===== src/mainbus_pkg.sv =====
package mainbus_pkg;

    // cpu bus widths
    localparam int ADDR_W = 16;
    localparam int DATA_W = 8;
    localparam int BANK_W = 3;

    typedef logic [ADDR_W-1:0] addr_t;
    typedef logic [DATA_W-1:0] data_t;
    typedef logic [BANK_W-1:0] bank_t;

    // i/o map
    // tone registers, four bytes per channel
    localparam addr_t SND_BASE  = 16'h0800;

    // one gain byte per channel
    localparam addr_t GAIN_BASE = 16'h0900;

    // bit 0 picks player 1 when set
    localparam addr_t CAB_ADDR  = 16'h0A00;

    // coins and service
    localparam addr_t SYS_ADDR  = 16'h0B00;

    // rom bank, read and write
    localparam addr_t BANK_ADDR = 16'h0C00;

    // dip bank a at +0, bank b at +1
    localparam addr_t DIP_ADDR  = 16'h0D00;

endpackage


===== src/sound_pkg.sv =====
package sound_pkg;

    localparam int SAMPLE_W = 16;
    localparam int PERIOD_W = 12;
    localparam int VOLUME_W = 4;
    localparam int GAIN_W   = 8;

    // fractional bits of the 4.4 gain
    localparam int GAIN_FRAC = 4;

    typedef logic signed [SAMPLE_W-1:0] sample_t;
    typedef logic [PERIOD_W-1:0]        period_t;
    typedef logic [VOLUME_W-1:0]        volume_t;
    typedef logic [GAIN_W-1:0]          gain_t;
    typedef logic [1:0]                 regsel_t;

    // tone register index within a channel
    localparam regsel_t REG_PER_LO = 2'd0;
    localparam regsel_t REG_PER_HI = 2'd1;
    localparam regsel_t REG_VOL    = 2'd2;
    localparam regsel_t REG_KEY    = 2'd3;

    // 1.0 in 4.4
    localparam gain_t GAIN_UNITY = 8'h10;

endpackage


===== src/apb_bus_decoder.sv =====
`timescale 1ns/10ps

module apb_bus_decoder #(
    parameter int NUM_CHANNELS = 4
) (
    input  logic                     clk,
    input  logic                     rst,
    // apb slave
    input  logic                     psel,
    input  logic                     penable,
    input  logic                     pwrite,
    input  mainbus_pkg::addr_t       paddr,
    input  mainbus_pkg::data_t       pwdata,
    output mainbus_pkg::data_t       prdata,
    output logic                     pready,
    output logic                     pslverr,
    // cabinet
    input  logic [1:0]               start_button,
    input  logic [1:0]               coin_input,
    input  logic [5:0]               joystick1,
    input  logic [5:0]               joystick2,
    input  logic                     service,
    input  mainbus_pkg::data_t       dipsw_a,
    input  mainbus_pkg::data_t       dipsw_b,
    // rom bank
    output mainbus_pkg::bank_t       rom_bank,
    // tone channels
    output logic [NUM_CHANNELS-1:0]  chan_we,
    output sound_pkg::regsel_t       snd_reg,
    output mainbus_pkg::data_t       snd_wdata,
    // mixer gains
    output logic [NUM_CHANNELS-1:0]  gain_we,
    output mainbus_pkg::data_t       gain_wdata
);
    import mainbus_pkg::*;

    logic  setup_ph;
    logic  access_ph;
    logic  wr_en;
    addr_t snd_off;
    addr_t gain_off;
    logic  snd_hit;
    logic  gain_hit;
    logic  cab_hit;
    logic  sys_hit;
    logic  bank_hit;
    logic  dip_hit;
    logic  map_hit;
    data_t cab_byte;
    data_t sys_byte;
    data_t dip_byte;
    data_t rd_mux;

    // player byte as the game reads it
    function automatic data_t cab_format(input logic start, input logic [5:0] joy);
        return {start, 1'b1, joy[5:4], joy[2], joy[3], joy[0], joy[1]};
    endfunction

    // apb phases
    assign setup_ph  = psel && !penable;
    assign access_ph = psel && penable;
    assign wr_en     = access_ph && pwrite;

    // no wait states
    assign pready  = access_ph;
    assign pslverr = access_ph && !map_hit;

    // offsets wrap below the base, so one compare covers both ends
    assign snd_off  = paddr - SND_BASE;
    assign gain_off = paddr - GAIN_BASE;

    assign snd_hit  = snd_off < addr_t'(NUM_CHANNELS * 4);
    assign gain_hit = gain_off < addr_t'(NUM_CHANNELS);
    assign cab_hit  = paddr[15:1] == CAB_ADDR[15:1];
    assign sys_hit  = paddr == SYS_ADDR;
    assign bank_hit = paddr == BANK_ADDR;
    assign dip_hit  = paddr[15:1] == DIP_ADDR[15:1];
    assign map_hit  = snd_hit || gain_hit || cab_hit || sys_hit || bank_hit || dip_hit;

    // write strobes, one per channel
    always_comb begin
        for (int i = 0; i < NUM_CHANNELS; i++) begin
            chan_we[i] = wr_en && snd_hit && (snd_off[5:2] == 4'(i));
            gain_we[i] = wr_en && gain_hit && (gain_off[3:0] == 4'(i));
        end
    end

    assign snd_reg    = snd_off[1:0];
    assign snd_wdata  = pwdata;
    assign gain_wdata = pwdata;

    // bank register
    always_ff @(posedge clk) begin
        if (rst) begin
            rom_bank <= '0;
        end else if (wr_en && bank_hit) begin
            rom_bank <= pwdata[BANK_W-1:0];
        end
    end

    // input ports
    assign cab_byte = paddr[0] ? cab_format(start_button[0], joystick1)
                               : cab_format(start_button[1], joystick2);
    assign sys_byte = {5'b11111, service, coin_input};
    assign dip_byte = paddr[0] ? dipsw_b : dipsw_a;

    // tone and gain space reads as open bus
    always_comb begin
        if (cab_hit) begin
            rd_mux = cab_byte;
        end else if (sys_hit) begin
            rd_mux = sys_byte;
        end else if (dip_hit) begin
            rd_mux = dip_byte;
        end else if (bank_hit) begin
            rd_mux = data_t'(rom_bank);
        end else begin
            rd_mux = 8'hff;
        end
    end

    // sampled in setup, held through access
    always_ff @(posedge clk) begin
        if (setup_ph) begin
            prdata <= rd_mux;
        end
    end

endmodule


===== src/tone_channel.sv =====
`timescale 1ns/10ps

module tone_channel (
    input  logic                clk,
    input  logic                rst,
    input  logic                we,
    input  sound_pkg::regsel_t  reg_sel,
    input  mainbus_pkg::data_t  wdata,
    output sound_pkg::sample_t  sample
);
    import sound_pkg::*;

    period_t period_q;
    volume_t volume_q;
    logic    key_q;
    period_t count_q;
    // low means positive half
    logic    phase_q;
    sample_t amp;

    // register file
    always_ff @(posedge clk) begin
        if (rst) begin
            period_q <= '0;
            volume_q <= '0;
            key_q    <= 1'b0;
        end else if (we) begin
            case (reg_sel)
                REG_PER_LO: period_q[7:0]  <= wdata;
                REG_PER_HI: period_q[11:8] <= wdata[3:0];
                REG_VOL:    volume_q       <= wdata[3:0];
                REG_KEY:    key_q          <= wdata[0];
                default:    ;
            endcase
        end
    end

    // half-period counter, parked at the reload value while keyed off
    // so a key-on always starts a fresh positive half
    always_ff @(posedge clk) begin
        if (rst) begin
            count_q <= '0;
            phase_q <= 1'b0;
        end else if (!key_q) begin
            count_q <= period_q;
            phase_q <= 1'b0;
        end else if (count_q == '0) begin
            count_q <= period_q;
            phase_q <= !phase_q;
        end else begin
            count_q <= count_q - 1'b1;
        end
    end

    // volume times 256
    assign amp = sample_t'({volume_q, 8'h00});

    always_ff @(posedge clk) begin
        if (rst || !key_q) begin
            sample <= '0;
        end else if (phase_q) begin
            sample <= -amp;
        end else begin
            sample <= amp;
        end
    end

endmodule


===== src/channel_mixer.sv =====
`timescale 1ns/10ps

module channel_mixer #(
    parameter int NUM_CHANNELS = 4
) (
    input  logic                                  clk,
    input  logic                                  rst,
    input  logic [NUM_CHANNELS-1:0]               gain_we,
    input  mainbus_pkg::data_t                    gain_wdata,
    input  sound_pkg::sample_t [NUM_CHANNELS-1:0] chan_sample,
    output sound_pkg::sample_t                    snd
);
    import sound_pkg::*;

    // signed product plus room for the channel sum
    localparam int ACC_W = SAMPLE_W + GAIN_W + 1 + $clog2(NUM_CHANNELS + 1);

    typedef logic signed [ACC_W-1:0] acc_t;

    localparam acc_t SAT_MAX = acc_t'(2 ** (SAMPLE_W - 1) - 1);
    localparam acc_t SAT_MIN = acc_t'(-(2 ** (SAMPLE_W - 1)));

    gain_t gain_q [NUM_CHANNELS];
    acc_t  acc_sum;
    acc_t  acc_shift;

    // gain registers
    always_ff @(posedge clk) begin
        if (rst) begin
            for (int i = 0; i < NUM_CHANNELS; i++) begin
                gain_q[i] <= GAIN_UNITY;
            end
        end else begin
            for (int i = 0; i < NUM_CHANNELS; i++) begin
                if (gain_we[i]) begin
                    gain_q[i] <= gain_wdata;
                end
            end
        end
    end

    // weighted sum, gain taken as unsigned
    always_comb begin
        acc_t prod;

        acc_sum = '0;
        for (int i = 0; i < NUM_CHANNELS; i++) begin
            prod    = $signed(chan_sample[i]) * $signed({1'b0, gain_q[i]});
            acc_sum = acc_sum + prod;
        end
        // drop the 4.4 fraction
        acc_shift = acc_sum >>> GAIN_FRAC;
    end

    // clip to the sample range
    always_ff @(posedge clk) begin
        if (rst) begin
            snd <= '0;
        end else if (acc_shift > SAT_MAX) begin
            snd <= SAT_MAX[SAMPLE_W-1:0];
        end else if (acc_shift < SAT_MIN) begin
            snd <= SAT_MIN[SAMPLE_W-1:0];
        end else begin
            snd <= acc_shift[SAMPLE_W-1:0];
        end
    end

endmodule


===== src/mainbus_top.sv =====
`timescale 1ns/10ps

module mainbus_top #(
    parameter int NUM_CHANNELS = 4
) (
    input  logic                clk,
    input  logic                rst,
    // apb slave port
    input  logic                psel,
    input  logic                penable,
    input  logic                pwrite,
    input  mainbus_pkg::addr_t  paddr,
    input  mainbus_pkg::data_t  pwdata,
    output mainbus_pkg::data_t  prdata,
    output logic                pready,
    output logic                pslverr,
    // cabinet i/o
    input  logic [1:0]          start_button,
    input  logic [1:0]          coin_input,
    input  logic [5:0]          joystick1,
    input  logic [5:0]          joystick2,
    input  logic                service,
    input  mainbus_pkg::data_t  dipsw_a,
    input  mainbus_pkg::data_t  dipsw_b,
    // board outputs
    output mainbus_pkg::bank_t  rom_bank,
    output sound_pkg::sample_t  snd
);
    import mainbus_pkg::*;
    import sound_pkg::*;

    logic [NUM_CHANNELS-1:0]    chan_we;
    regsel_t                    snd_reg;
    data_t                      snd_wdata;
    logic [NUM_CHANNELS-1:0]    gain_we;
    data_t                      gain_wdata;
    sample_t [NUM_CHANNELS-1:0] chan_sample;

    apb_bus_decoder #(
        .NUM_CHANNELS (NUM_CHANNELS)
    ) i_apb_bus_decoder (
        .clk          (clk),
        .rst          (rst),
        .psel         (psel),
        .penable      (penable),
        .pwrite       (pwrite),
        .paddr        (paddr),
        .pwdata       (pwdata),
        .prdata       (prdata),
        .pready       (pready),
        .pslverr      (pslverr),
        .start_button (start_button),
        .coin_input   (coin_input),
        .joystick1    (joystick1),
        .joystick2    (joystick2),
        .service      (service),
        .dipsw_a      (dipsw_a),
        .dipsw_b      (dipsw_b),
        .rom_bank     (rom_bank),
        .chan_we      (chan_we),
        .snd_reg      (snd_reg),
        .snd_wdata    (snd_wdata),
        .gain_we      (gain_we),
        .gain_wdata   (gain_wdata)
    );

    // square-wave voices in place of the fm chips
    for (genvar i = 0; i < NUM_CHANNELS; i++) begin : g_chan
        tone_channel i_tone_channel (
            .clk     (clk),
            .rst     (rst),
            .we      (chan_we[i]),
            .reg_sel (snd_reg),
            .wdata   (snd_wdata),
            .sample  (chan_sample[i])
        );
    end

    channel_mixer #(
        .NUM_CHANNELS (NUM_CHANNELS)
    ) i_channel_mixer (
        .clk         (clk),
        .rst         (rst),
        .gain_we     (gain_we),
        .gain_wdata  (gain_wdata),
        .chan_sample (chan_sample),
        .snd         (snd)
    );

endmodule


===== config.mk =====
export PLATFORM = sky130hd
export DESIGN_NAME = mainbus_top
export DESIGN_NICKNAME = d
export VERILOG_FILES = /design/src/mainbus_pkg.sv /design/src/sound_pkg.sv /design/src/apb_bus_decoder.sv /design/src/tone_channel.sv /design/src/channel_mixer.sv /design/src/mainbus_top.sv
export SDC_FILE = /design/constraint.sdc
export NUM_CORES = 1
export LEC_CHECK = 0
export ABC_AREA = 1
export BUFFER_PORTS_ARGS = -buffer_cell sky130_fd_sc_hd__buf_2
export CORE_MARGIN = 8
export CORE_UTILIZATION = 30
export DETAILED_ROUTE_END_ITERATION = 8
export PLACE_DENSITY_LB_ADDON = 0.05
export SETUP_SLACK_MARGIN = 0.15
export SLEW_MARGIN = 20
export SYNTH_ARGS = -nofsm -noshare
export SYNTH_HDL_FRONTEND = slang
export SYNTH_SLANG_ARGS = --single-unit

===== constraint.sdc =====
create_clock -name clk -period 11.9 [get_ports clk]
set_clock_uncertainty 0.2 [all_clocks]
set_input_delay 1.19 -clock clk [delete_from_list [all_inputs] [get_ports clk]]
set_output_delay 1.19 -clock clk [all_outputs]
set_load 0.1 [all_outputs]

==> results.sh <==
export IMPL_final_util=0.334
export IMPL_post_cts_buffers=0
export IMPL_ys_seq_area_frac=0.212
export IMPL_dieWidth_um=281
export IMPL_cts_tree="yes"
export IMPL_hold_start="g_chan[3].i_tone_channel.count_q[0]$_SDFF_PP0_"
export IMPL_drt_iter0_markers=714
export IMPL_io_pins=91
export IMPL_die_h_um=281
export IMPL_postRouteAntennaNets=0
export IMPL_synth_seq_cells=204
export IMPL_grt_max_degree=64
export IMPL_hpwl_um=49200
export IMPL_power_mw=1.61
export IMPL_cpMaxStageDelayCell="fa_1"
export IMPL_vias_per_cell=4.50
export IMPL_core_um2=69900
export IMPL_synth_top_area_frac=0.254
export IMPL_cts_resized=0
export IMPL_die_area_um2=79100
export IMPL_ys_types=48
export IMPL_synth_edff_count=40
export IMPL_dr_pass1_iters=5
export IMPL_syn_area_per_cell_um2=7.78
export IMPL_powerDensity_nw_per_um2=69.0
export IMPL_hp_class="reg -> reg"
export IMPL_cp_data_required_time_ns=12.13
export IMPL_netlist_top_cells_area="fa_1 25%, dfxtp_1 16%, inv_1 12%, ha_1 9.5%, nand2_1 9.4%"
export IMPL_rsz0062_at_grt="false"
export IMPL_max_stage_delay_ns=0.54
export IMPL_drive_gt1_frac=0.0614
export IMPL_fin_tns_setup_ns=0
export IMPL_finalCritPeriodShare=0.749
export IMPL_crit_family="adder cells"
export IMPL_area_delta_synth_final_pct=10.7
export IMPL_cts_root_buf="clkbuf_16"
export IMPL_grt_usage=0.151
export IMPL_ir_worst_vdd_mv=0.0933
export IMPL_grt_remaining_overflow=0
export IMPL_htree_levels=1
export IMPL_first_global_vias=17500
export IMPL_reg_top3="g_chan.i_tone_channel.count_q: 48 flops, g_chan.i_tone_channel.period_q: 48 flops, i_channel_mixer.gain_q: 32 flops"
export IMPL_power_leakage_nw=12.3
export IMPL_tightest_slew_ns=0.874
export IMPL_async_flop_share=0
export IMPL_dr_total_vias=16800
export IMPL_crit_path_start="i_channel_mixer.gain_q[0][0]$_SDFFCE_PN0P_"
export IMPL_max_freq_mhz=112
export IMPL_start_util=0.302
export IMPL_path_buf_inv=5
export IMPL_hold_ws_ns=0.259
export IMPL_cts_path_max_buffers=3
export IMPL_endpoint_kind="register"
export IMPL_outcome="finished clean"
export IMPL_synth_main_ff_cell="dfxtp_1"
export IMPL_synth_fp_nets=3204
export IMPL_netlist_instances=2713
export IMPL_synth_most_common_cell="inv_1"
export IMPL_drc=0
export IMPL_ys_warn_count=0
export IMPL_ctsHoldBuffers=0
export IMPL_diodes=0
export IMPL_post_drt_wl_per_cell_um=15.9
export IMPL_clkLatencyLatePin_ns=0.55
export IMPL_portBuffers=90
export IMPL_cts_made_buffers=27
export IMPL_slew_headroom=0.417
export IMPL_reg2reg_from="i_channel_mixer.gain_q[0][0]$_SDFFCE_PN0P_"
export IMPL_cp_max_fo=9
export IMPL_grt_antenna_before_repair=0
export IMPL_crit_arrival_ns=9.15
export IMPL_cts_sinks=204
export IMPL_finalWirelength_um=59300
export IMPL_clkSlewWorstSetupHoldPaths_ns=0.06
export IMPL_drv_slew=0
export IMPL_synth_commonest_cells="688 x inv_1, 531 x nand2_1, 268 x fa_1"
export IMPL_finalCriticalPeriod_ns=8.92
export IMPL_finalNetCount=3254
export IMPL_gp_congestion=0.840
export IMPL_start_kind="register"
export IMPL_hold_viol_final=0
export IMPL_grt_pass1_wl_um=95500
export IMPL_synth_area_um2=21100
export IMPL_rows=97
export IMPL_path_class="reg -> reg"
export IMPL_finalSetupViolations=0
export IMPL_cap_viol_max_count=0
export IMPL_synth_top_area_cell="fa_1"
## worst register-to-register path: cells and delay by family (launching register included)
kind / cells / cell delay (ns)
buf+inv: 5 / 0.27
flops: 1 / 0.49
compound gates: 5 / 1.03
xor+xnor: 2 / 0.66
simple gates: 12 / 1.36
fa+ha+maj: 10 / 4.79
## metrics by stage
step	area (um2)	setup slack, ns	std cells
after detailed placement	22500	2.88	3674
final	23400	2.98	3724
after CTS	23400	2.87	3724
after global routing	23400	2.32	3724
after floorplan	21100	3.91	2713
after global placement	22500	2.92	3674
## layout by cell type, fill, tap and decap left out, types with 5 or more instances in the layout
| master | netlist | final |
|---|---|---|
| a21oi_1 | 153 | 153 |
| a31oi_1 | 20 | 20 |
| clkbuf_8 | 0 | 6 |
| a211oi_1 | 6 | 6 |
| inv_1 | 688 | 687 |
| nand3b_1 | 6 | 6 |
| nor2_1 | 175 | 173 |
| xnor2_1 | 35 | 35 |
| mux2i_1 | 8 | 8 |
| clkbuf_1 | 63 | 7 |
| clkbuf_16 | 0 | 28 |
| o21ai_0 | 92 | 92 |
| buf_4 | 3 | 11 |
| nand3_2 | 8 | 8 |
| dfxtp_1 | 164 | 164 |
| clkinv_2 | 0 | 5 |
| nand3_1 | 84 | 84 |
| nor3_1 | 37 | 34 |
| fa_1 | 268 | 268 |
| nand2_1 | 531 | 531 |
| clkinv_1 | 5 | 5 |
| nand4_1 | 64 | 64 |
| buf_2 | 3 | 90 |
| edfxtp_1 | 40 | 40 |
| ha_1 | 161 | 161 |
| xor2_1 | 49 | 49 |
## worst paths after layout
check / depth (start not counted) / to / slack [ns]
hold / removal: 1 / g_chan[3].i_tone_channel.count_q[0]$_SDFF_PP0_ / 0.26
hold reg to reg: 1 / g_chan[3].i_tone_channel.count_q[0]$_SDFF_PP0_ / 0.26
setup reg to reg: 34 / i_channel_mixer.snd[7]$_SDFF_PP0_ / 2.98
setup / recovery: 34 / i_channel_mixer.snd[7]$_SDFF_PP0_ / 2.98
## logic make-up (layout without fill, tap and decap cells)
group,count (synthesis),count (layout),share of synthesized area
buf+inv,776,847,0.141
xor+xnor,84,84,0.0349
simple gates,922,922,0.185
fa+ha+maj,429,429,0.350
compound gates,290,290,0.0731
mux,8,8,0.00379
flops,204,204,0.212
## final cells by class
class | count | area (um2)
timing repair buffer | 101 | 533
clock inverter | 9 | 77.6
fill | 7585 | 46500
sequential | 204 | 4480
clock buffer | 41 | 810
multi-input combinational | 1733 | 13700
inverter | 696 | 2610
tap | 940 | 1180
## where the power goes
group | internal (mW) | switching, mW | total (mW) | leakage (nW)
Clock | 0.489 | 0.323 | 0.812 | 0.439
Combinational | 0.0167 | 0.0569 | 0.0737 | 10.2
Sequential | 0.711 | 0.0143 | 0.725 | 1.70
## per-layer routing
layer | part of all wire | track usage | routed length [um]
met1 | 0.46 | 0.198 | 27600
met4 | 0.016 | 0.0275 | 945
met2 | 0.49 | 0.266 | 28900
met3 | 0.032 | 0.0175 | 1880
met5 | 0 | 0 | 0
Power figures use the tool's default switching activity.
